### src/hdl/queue_pkg.sv
`default_nettype none

// Queue configuration for the execution-unit subsystem
package queue_pkg;

    // Storage style of a buffer_fifo
    // LUTRAM uses read/write pointers into a small RAM
    // NON_MUXED_INPUT writes at index zero and muxes the read side
    // NON_MUXED_OUTPUT muxes the write side and reads a fixed register
    typedef enum logic [1:0] {
        LUTRAM_FIFO,
        NON_MUXED_INPUT_FIFO,
        NON_MUXED_OUTPUT_FIFO
    } fifo_type_t;

    // Issue queue, between the issue port and the ALU
    localparam int ISSUE_DEPTH = 4;
    localparam fifo_type_t ISSUE_FIFO_TYPE = NON_MUXED_INPUT_FIFO;

    // Result queue, between the ALU and the result port
    localparam int RESULT_DEPTH = 4;
    localparam fifo_type_t RESULT_FIFO_TYPE = LUTRAM_FIFO;

endpackage

`default_nettype wire

### src/hdl/alu_pkg.sv
`default_nettype none

// ALU operations and the packets that move through the subsystem
package alu_pkg;

    // Operand width
    localparam int XLEN = 32;
    // Instruction id width
    localparam int ID_W = 4;

    // Operation codes
    typedef enum logic [2:0] {
        ADD,
        SUB,
        AND,
        OR,
        XOR,
        SLL,
        SRL,
        SLT
    } alu_op_t;

    // One issued operation, 71 bits
    typedef struct packed {
        logic [ID_W-1:0] id;
        alu_op_t         op;
        logic [XLEN-1:0] rs1;
        logic [XLEN-1:0] rs2;
    } issue_packet_t;

    // One completed operation, 36 bits
    typedef struct packed {
        logic [ID_W-1:0] id;
        logic [XLEN-1:0] rd;
    } result_packet_t;

endpackage

`default_nettype wire

### src/hdl/occupancy_tracker.sv
`timescale 1ns/1ps
`default_nettype none

// One-hot fill level of a small queue
// Bit k of the register is set when the queue holds k entries
module occupancy_tracker #(
    parameter int DEPTH = 4
) (
    input  wire  clk,
    input  wire  rst,
    input  logic push,
    input  logic pop,
    output logic valid,
    output logic empty,
    output logic almost_empty,
    output logic full,
    output logic almost_full
);

    // One bit per fill level, 0 to DEPTH
    logic [DEPTH:0] level;

    ////////////////////////////////////////////////////////////////////////////
    // Level register

    always_ff @(posedge clk) begin
        if (rst) begin
            // Starts empty
            level <= (DEPTH + 1)'(1);
        end else if (push && !pop) begin
            // One more entry
            level <= {level[DEPTH-1:0], 1'b0};
        end else if (pop && !push) begin
            // One less entry
            level <= {1'b0, level[DEPTH:1]};
        end
        // Push with pop leaves the level alone
    end

    ////////////////////////////////////////////////////////////////////////////
    // Status, a single bit or one OR each

    assign empty        = level[0];
    assign valid        = |level[DEPTH:1];
    assign almost_empty = level[1];
    assign full         = level[DEPTH];
    assign almost_full  = level[DEPTH-1];

    // Exactly one fill level at any time
    level_one_hot_a: assert property (@(posedge clk) disable iff (rst) $onehot(level));

endmodule

`default_nettype wire

### src/hdl/buffer_fifo.sv
`timescale 1ns/1ps
`default_nettype none

// Small FIFO for shallow queues
// Push and pop are raw strobes
// Overflow and underflow are guarded by the user
// A push while full is legal only together with a pop
module buffer_fifo #(
    parameter type payload_t = logic [31:0],
    parameter int DEPTH = 4,
    parameter queue_pkg::fifo_type_t FIFO_TYPE = queue_pkg::NON_MUXED_INPUT_FIFO
) (
    input  wire      clk,
    input  wire      rst,
    input  logic     push,
    input  logic     pop,
    input  payload_t data_in,
    output payload_t data_out,
    output logic     valid,
    output logic     empty,
    output logic     full,
    output logic     almost_full,
    output logic     almost_empty
);

    // Entry index width
    localparam int IDX_W = (DEPTH > 1) ? $clog2(DEPTH) : 1;

    generate
    if (DEPTH == 1) begin : gen_single
        ////////////////////////////////////////////////////////////////////////////
        // One register where push wins over pop
        logic held;

        always_ff @(posedge clk) begin
            if (rst) begin
                held <= 1'b0;
            end else if (push) begin
                held <= 1'b1;
            end else if (pop) begin
                held <= 1'b0;
            end
        end

        always_ff @(posedge clk) begin
            if (push) begin
                data_out <= data_in;
            end
        end

        assign valid        = held;
        assign empty        = ~held;
        assign full         = held;
        // One entry away from full means empty
        assign almost_full  = ~held;
        assign almost_empty = held;
    end else if (FIFO_TYPE == queue_pkg::LUTRAM_FIFO) begin : gen_lutram
        ////////////////////////////////////////////////////////////////////////////
        // RAM with wrapping read and write pointers
        payload_t         ram [DEPTH];
        logic [IDX_W-1:0] rd_ptr;
        logic [IDX_W-1:0] wr_ptr;

        // Status comes from the one-hot level rather than the pointers
        occupancy_tracker #(
            .DEPTH(DEPTH)
        ) occupancy_i (
            .clk         (clk),
            .rst         (rst),
            .push        (push),
            .pop         (pop),
            .valid       (valid),
            .empty       (empty),
            .almost_empty(almost_empty),
            .full        (full),
            .almost_full (almost_full)
        );

        always_ff @(posedge clk) begin
            if (rst) begin
                rd_ptr <= '0;
                wr_ptr <= '0;
            end else begin
                if (push) begin
                    wr_ptr <= (wr_ptr == IDX_W'(DEPTH - 1)) ? '0 : wr_ptr + 1'b1;
                end
                if (pop) begin
                    rd_ptr <= (rd_ptr == IDX_W'(DEPTH - 1)) ? '0 : rd_ptr + 1'b1;
                end
            end
        end

        always_ff @(posedge clk) begin
            if (push) begin
                ram[wr_ptr] <= data_in;
            end
        end

        // Asynchronous read of the head
        assign data_out = ram[rd_ptr];
    end else if (FIFO_TYPE == queue_pkg::NON_MUXED_INPUT_FIFO) begin : gen_srl
        ////////////////////////////////////////////////////////////////////////////
        // Shift register written at index zero with the head picked by a mux
        // Index resets to all ones below the top bit
        // The first push rolls it to {1, 0..0} so the top bit doubles as valid
        logic [IDX_W:0]   srl_index;
        logic [IDX_W-1:0] read_pos;
        logic             at_full;
        logic             at_full_minus_one;
        logic             at_one;
        logic             full_r;
        payload_t         shift_reg [DEPTH];

        always_ff @(posedge clk) begin
            if (rst) begin
                srl_index <= {1'b0, {IDX_W{1'b1}}};
            end else begin
                srl_index <= srl_index + (IDX_W + 1)'(push) - (IDX_W + 1)'(pop);
            end
        end

        // Head sits at fill level minus one
        assign read_pos          = srl_index[IDX_W-1:0];
        assign valid             = srl_index[IDX_W];
        assign empty             = ~valid;
        assign at_full           = valid && (read_pos == IDX_W'(DEPTH - 1));
        assign at_full_minus_one = valid && (read_pos == IDX_W'(DEPTH - 2));
        assign at_one            = valid && (read_pos == '0);

        // Full already includes this cycle's push and pop
        // Stays full on a push with pop, fills on a lone push one below full
        always_ff @(posedge clk) begin
            if (rst) begin
                full_r <= 1'b0;
            end else begin
                full_r <= (at_full & (push | ~pop)) | (at_full_minus_one & push & ~pop);
            end
        end

        assign full         = full_r;
        assign almost_full  = at_full_minus_one;
        assign almost_empty = at_one;

        // Every push moves all entries up by one
        always_ff @(posedge clk) begin
            if (push) begin
                shift_reg[0] <= data_in;
                for (int i = 1; i < DEPTH; i++) begin
                    shift_reg[i] <= shift_reg[i-1];
                end
            end
        end

        assign data_out = shift_reg[read_pos];
    end else begin : gen_non_muxed_out
        ////////////////////////////////////////////////////////////////////////////
        // Write slot chosen per entry
        // Entries drain toward slot zero
        localparam int CNT_W = $clog2(DEPTH + 1);

        logic [CNT_W-1:0] count;
        payload_t         shift_reg [DEPTH];
        // Extra top slot catches a push with pop while full
        payload_t         shift_next [DEPTH+1];

        always_ff @(posedge clk) begin
            if (rst) begin
                count <= '0;
            end else begin
                count <= count + CNT_W'(push) - CNT_W'(pop);
            end
        end

        // New data lands at the first free slot
        always_comb begin
            for (int i = 0; i < DEPTH; i++) begin
                if (push && (count == CNT_W'(i))) begin
                    shift_next[i] = data_in;
                end else begin
                    shift_next[i] = shift_reg[i];
                end
            end
            shift_next[DEPTH] = data_in;
        end

        // Pop moves everything down one slot
        always_ff @(posedge clk) begin
            for (int i = 0; i < DEPTH; i++) begin
                shift_reg[i] <= pop ? shift_next[i+1] : shift_next[i];
            end
        end

        assign data_out     = shift_reg[0];
        assign valid        = (count != '0);
        assign empty        = (count == '0);
        assign full         = (count == CNT_W'(DEPTH));
        assign almost_full  = (count == CNT_W'(DEPTH - 1));
        assign almost_empty = (count == CNT_W'(1));
    end
    endgenerate

    ////////////////////////////////////////////////////////////////////////////
    // Usage contract

    // A push on a full queue needs a pop in the same cycle
    no_overflow_a: assert property (@(posedge clk) disable iff (rst) (push && full) |-> pop);

    // No pop from an empty queue
    no_underflow_a: assert property (@(posedge clk) disable iff (rst) pop |-> valid);

endmodule

`default_nettype wire

### src/hdl/alu_unit.sv
`timescale 1ns/1ps
`default_nettype none

// Single-cycle ALU between the issue queue and the result queue
// Combinational only, result formed in the cycle of the pop
module alu_unit (
    input  alu_pkg::issue_packet_t  issue_head,
    input  logic                    issue_head_valid,
    input  logic                    result_full,
    output logic                    advance,
    output alu_pkg::result_packet_t result_out
);

    logic [alu_pkg::XLEN-1:0] rs1;
    logic [alu_pkg::XLEN-1:0] rs2;
    // Shift amount from the low 5 bits of rs2
    logic [4:0]               shamt;
    logic                     less_than;
    logic [alu_pkg::XLEN-1:0] rd;

    assign rs1   = issue_head.rs1;
    assign rs2   = issue_head.rs2;
    assign shamt = rs2[4:0];

    // Signed compare for SLT
    assign less_than = $signed(rs1) < $signed(rs2);

    ////////////////////////////////////////////////////////////////////////////
    // Operation decode

    always_comb begin
        case (issue_head.op)
            alu_pkg::ADD: rd = rs1 + rs2;
            alu_pkg::SUB: rd = rs1 - rs2;
            alu_pkg::AND: rd = rs1 & rs2;
            alu_pkg::OR:  rd = rs1 | rs2;
            alu_pkg::XOR: rd = rs1 ^ rs2;
            alu_pkg::SLL: rd = rs1 << shamt;
            // Logical right shift with zero fill
            alu_pkg::SRL: rd = rs1 >> shamt;
            alu_pkg::SLT: rd = alu_pkg::XLEN'(less_than);
            default:      rd = '0;
        endcase
    end

    ////////////////////////////////////////////////////////////////////////////
    // Result and handshake

    // Id travels with the result to keep issue order visible
    assign result_out.id = issue_head.id;
    assign result_out.rd = rd;

    // Pops the issue head and pushes the result queue in one strobe
    assign advance = issue_head_valid & ~result_full;

endmodule

`default_nettype wire

### src/hdl/alu_subsystem.sv
`timescale 1ns/1ps
`default_nettype none

// Execution-unit subsystem
// Issue port -> issue queue -> ALU -> result queue -> result port, in order
module alu_subsystem (
    input  wire                     clk,
    input  wire                     rst,
    input  logic                    issue_valid,
    output logic                    issue_ready,
    input  alu_pkg::issue_packet_t  issue,
    output logic                    result_valid,
    input  logic                    result_ready,
    output alu_pkg::result_packet_t result
);

    // Issue side
    logic                    issue_push;
    logic                    issue_full;
    alu_pkg::issue_packet_t  issue_head;
    logic                    issue_head_valid;

    // ALU stage, one strobe pops issue and pushes result
    logic                    advance;
    alu_pkg::result_packet_t alu_result;

    // Result side
    logic                    result_full;
    logic                    result_pop;

    ////////////////////////////////////////////////////////////////////////////
    // Issue queue

    assign issue_ready = ~issue_full;
    assign issue_push  = issue_valid & issue_ready;

    buffer_fifo #(
        .payload_t(alu_pkg::issue_packet_t),
        .DEPTH    (queue_pkg::ISSUE_DEPTH),
        .FIFO_TYPE(queue_pkg::ISSUE_FIFO_TYPE)
    ) issue_fifo_i (
        .clk         (clk),
        .rst         (rst),
        .push        (issue_push),
        .pop         (advance),
        .data_in     (issue),
        .data_out    (issue_head),
        .valid       (issue_head_valid),
        .empty       (),
        .full        (issue_full),
        .almost_full (),
        .almost_empty()
    );

    ////////////////////////////////////////////////////////////////////////////
    // ALU

    alu_unit alu_unit_i (
        .issue_head      (issue_head),
        .issue_head_valid(issue_head_valid),
        .result_full     (result_full),
        .advance         (advance),
        .result_out      (alu_result)
    );

    ////////////////////////////////////////////////////////////////////////////
    // Result queue

    assign result_pop = result_valid & result_ready;

    buffer_fifo #(
        .payload_t(alu_pkg::result_packet_t),
        .DEPTH    (queue_pkg::RESULT_DEPTH),
        .FIFO_TYPE(queue_pkg::RESULT_FIFO_TYPE)
    ) result_fifo_i (
        .clk         (clk),
        .rst         (rst),
        .push        (advance),
        .pop         (result_pop),
        .data_in     (alu_result),
        .data_out    (result),
        .valid       (result_valid),
        .empty       (),
        .full        (result_full),
        .almost_full (),
        .almost_empty()
    );

endmodule

`default_nettype wire

### config.mk
export PLATFORM = sky130hd
export DESIGN_NAME = alu_subsystem
export DESIGN_NICKNAME = d
export VERILOG_FILES = /design/src/hdl/queue_pkg.sv /design/src/hdl/alu_pkg.sv /design/src/hdl/occupancy_tracker.sv /design/src/hdl/buffer_fifo.sv /design/src/hdl/alu_unit.sv /design/src/hdl/alu_subsystem.sv
export SDC_FILE = /design/constraint.sdc
export NUM_CORES = 1
export LEC_CHECK = 0
export BUFFER_PORTS_ARGS = -buffer_cell sky130_fd_sc_hd__buf_2
export CELL_PAD_IN_SITES_DETAIL_PLACEMENT = 0
export CELL_PAD_IN_SITES_GLOBAL_PLACEMENT = 1
export CORE_UTILIZATION = 36
export CTS_CLUSTER_SIZE = 40
export DETAILED_ROUTE_END_ITERATION = 10
export PLACE_DENSITY = 0.73
export SLEW_MARGIN = 10
export SYNTH_ARGS = -nofsm -noshare
export SYNTH_HDL_FRONTEND = slang
export SYNTH_HIERARCHICAL = 1
export SYNTH_SLANG_ARGS = --single-unit
### constraint.sdc
create_clock -name clk -period 14 [get_ports clk]
set_clock_uncertainty 0.15 [all_clocks]
set_input_delay 0.7 -clock clk [delete_from_list [all_inputs] [get_ports clk]]
set_output_delay 0.7 -clock clk [all_outputs]
set_load 0.03 [all_outputs]
==> implementation parameters <==
Parameter                              Value

Layout
  Antenna diode instance count    0
  Area growth from synthesis to layout    11.3%
  Max FFs per register    about 280
  Final std cell area, no fill    0.0273 mm^2
  Number of nets in the layout    2,066
  Share of layout cells above drive strength 1    21.2%

Hold path
  Type of the tightest min-delay check    input port to register
  Min-Delay Path Depth    1
  Hold path endpoint    issue_fifo_i/gen_srl.shift_reg[0][16]
  Startpoint of the worst hold path    issue[16]

Floorplan
  Number of core rows    95
  Std-Cell Core Area    0.0673 mm^2
  Height of the die    about 260 um
  Die boundary width    263 um
  Effective utilization at floorplan    36.5%
  I/O pin total    113
  Area of the die    roughly 0.069 mm^2

Global route
  Vias in the first global route    around 16,000
  Global route overflow    0
  Pin count of the biggest net entering global routing    182
  Wire length of the first global-routing pass    105,000 um
  Initial antenna violation count    2
  GRT Overall Usage    approximately 20%

Logic synthesis
  Mapped cell area    0.0245 mm^2
  Syn Nets    between 1,500 and 2,000
  Count of mapped cells out of synthesis    1,811
  Average footprint of a synthesized cell    13.6 um^2
  Yosys synthesis warning count    6

Critical path
  Critical path class    register to register
  Worst reg2reg startpoint    issue_fifo_i/gen_srl.srl_index[1]
  Critical Path Max Stage Delay    about 930 ps
  Crit-path leading delay family    compound AO/OA/AOI/OAI gates
  Slack of the worst reg-to-reg path    7600 ps
  Worst Path Required    14,100 ps
  CP arrival    approximately 6500 ps
  R2R depth    15
  Cell breakdown of the critical path    buf_4, mux4_2, buf_4, inv_2, buf_4, ha_1, o21bai_1, a211oi_1, a2111oi_1, o211ai_1, a21oi_2, a211oi_2, o31a_1, nor4_1, o221ai_1
  Peak fanout along the critical path    57
  Crit-path slowest cell    a2111oi_1
  Crit end category    register
  Most used cell, CP    buf_4
  Number of buffers and inverters on the critical path    4
  RR Endpoint    result_fifo_i/gen_lutram.ram[1][0]
  Element type at the critical path start    register

Clock tree
  Clock slew at reported path FFs    about 60 ps
  Clock tree from TritonCTS    yes
  CTS sink cnt    443
  Num CTS Buffers    48
  Insertion delay to the later sink of the worst-skew pair    610 ps
  Number of post-CTS setup repair buffers    0
  Level count of the clock H-tree    2
  Root Buffer    clkbuf_16
  Worst-case clock buffer depth    3
  Cts repair resizes    0
  # hold bufs at CTS    0

Route
  # DRC    0
  Total number of vias    16,300
  Total wire length    69,800 um
  Number of design-rule violations left by the first detailed-router iteration    around 1,700
  Number of search-and-repair iterations in the first detailed-routing pass    9
  Vias per inst    5.84
  Drt wl/cell    approximately 25 um
  Count of nets left with antenna violations after detail routing    0

Placement
  Half-perimeter wire length after placement    50,700 um
  Post-DP Area    0.0258 mm^2
  Buffers on Ports    112
  Placer's final routability congestion estimate    0.943

Timing
  Min Tclk post-route    6400 ps
  Number of hold-slack violations in the final timing report    0
  Final clock period utilization by the worst path    45.7%
  Fmax    0.156 GHz
  Worst-margin pin slew    1100 ps
  Fin. max-slew vios    0
  Total of endpoints with negative setup slack in the final report    0
  RSZ-0062 raised after global routing    false
  Worst hold slack    113 ps
  Relative slew slack    25.8%
  Summed negative setup slack over all endpoints    0 ps

Run status
  Status    completed

Job
  Max-capacitance violation count    0
## metrics by stage
| step | instances | util (%) | setup slack [ps] |
|---|---|---|---|
| global placement | 2706 | 38.3 | 7700 |
| detailed placement | 2706 | 38.3 | 7610 |
| global route | 2792 | 40.6 | 7070 |
| floorplan | 1811 | - | 4340 |
| finish | 2792 | 40.6 | 7600 |
| CTS | 2792 | 40.6 | 7590 |
## layer usage
metal | wire (um) | track usage (%)
met1 | 31300 | 29.7
met2 | 31800 | 30.7
met3 | 5120 | 3.02
met4 | 1560 | 5.17
met5 | 0 | 0
## placed cells by master, fill, tap and decap left out, types with 10 or more instances in the layout
cell / n
a211oi_1: 24
nor4_1: 13
o21ai_1: 20
nor3_1: 34
nor2_1: 147
a222oi_1: 19
clkbuf_16: 48
dfxtp_1: 12
nand2_1: 87
a21oi_1: 118
a21o_1: 11
mux4_2: 159
nor2b_1: 11
xnor2_1: 21
clkinv_2: 11
o21ai_0: 70
a22oi_1: 14
a31oi_1: 15
edfxtp_1: 428
nand2b_1: 13
o211ai_1: 31
buf_4: 26
o22ai_1: 10
buf_2: 112
ha_1: 105
mux2i_1: 36
inv_1: 109
nand3_1: 18
## how the worst max path moves through the flow
stage | slack [ps] | startpoint | to | cells after the start
finish | 7600 | issue_fifo_i/gen_srl.srl_index[1] | result_fifo_i/gen_lutram.ram[1][0] | 15
detailed placement | 7610 | issue_fifo_i/gen_srl.srl_index[0] | result_fifo_i/gen_lutram.ram[1][29] | 13
global placement | 7700 | issue_fifo_i/gen_srl.srl_index[0] | result_fifo_i/gen_lutram.ram[0][29] | 13
floorplan | 4340 | issue_valid | issue_fifo_i/gen_srl.srl_index[2] | 6
global route | 7070 | issue_fifo_i/gen_srl.srl_index[0] | result_fifo_i/gen_lutram.ram[0][25] | 14
CTS | 7590 | issue_fifo_i/gen_srl.srl_index[0] | result_fifo_i/gen_lutram.ram[1][29] | 13
## cell type report
class | count | area (um^2)
Clock inverter | 30 | 298
Sequential cell | 443 | 13200
Multi-Input combinational cell | 1136 | 10300
Inverter | 115 | 432
Clock buffer | 56 | 1230
Tap cell | 873 | 1090
Fill cell | 6205 | 40000
Timing Repair Buffer | 139 | 776
Power is not shown: default switching activity piles up to over one toggle a cycle in this logic, so the estimate is an artifact.
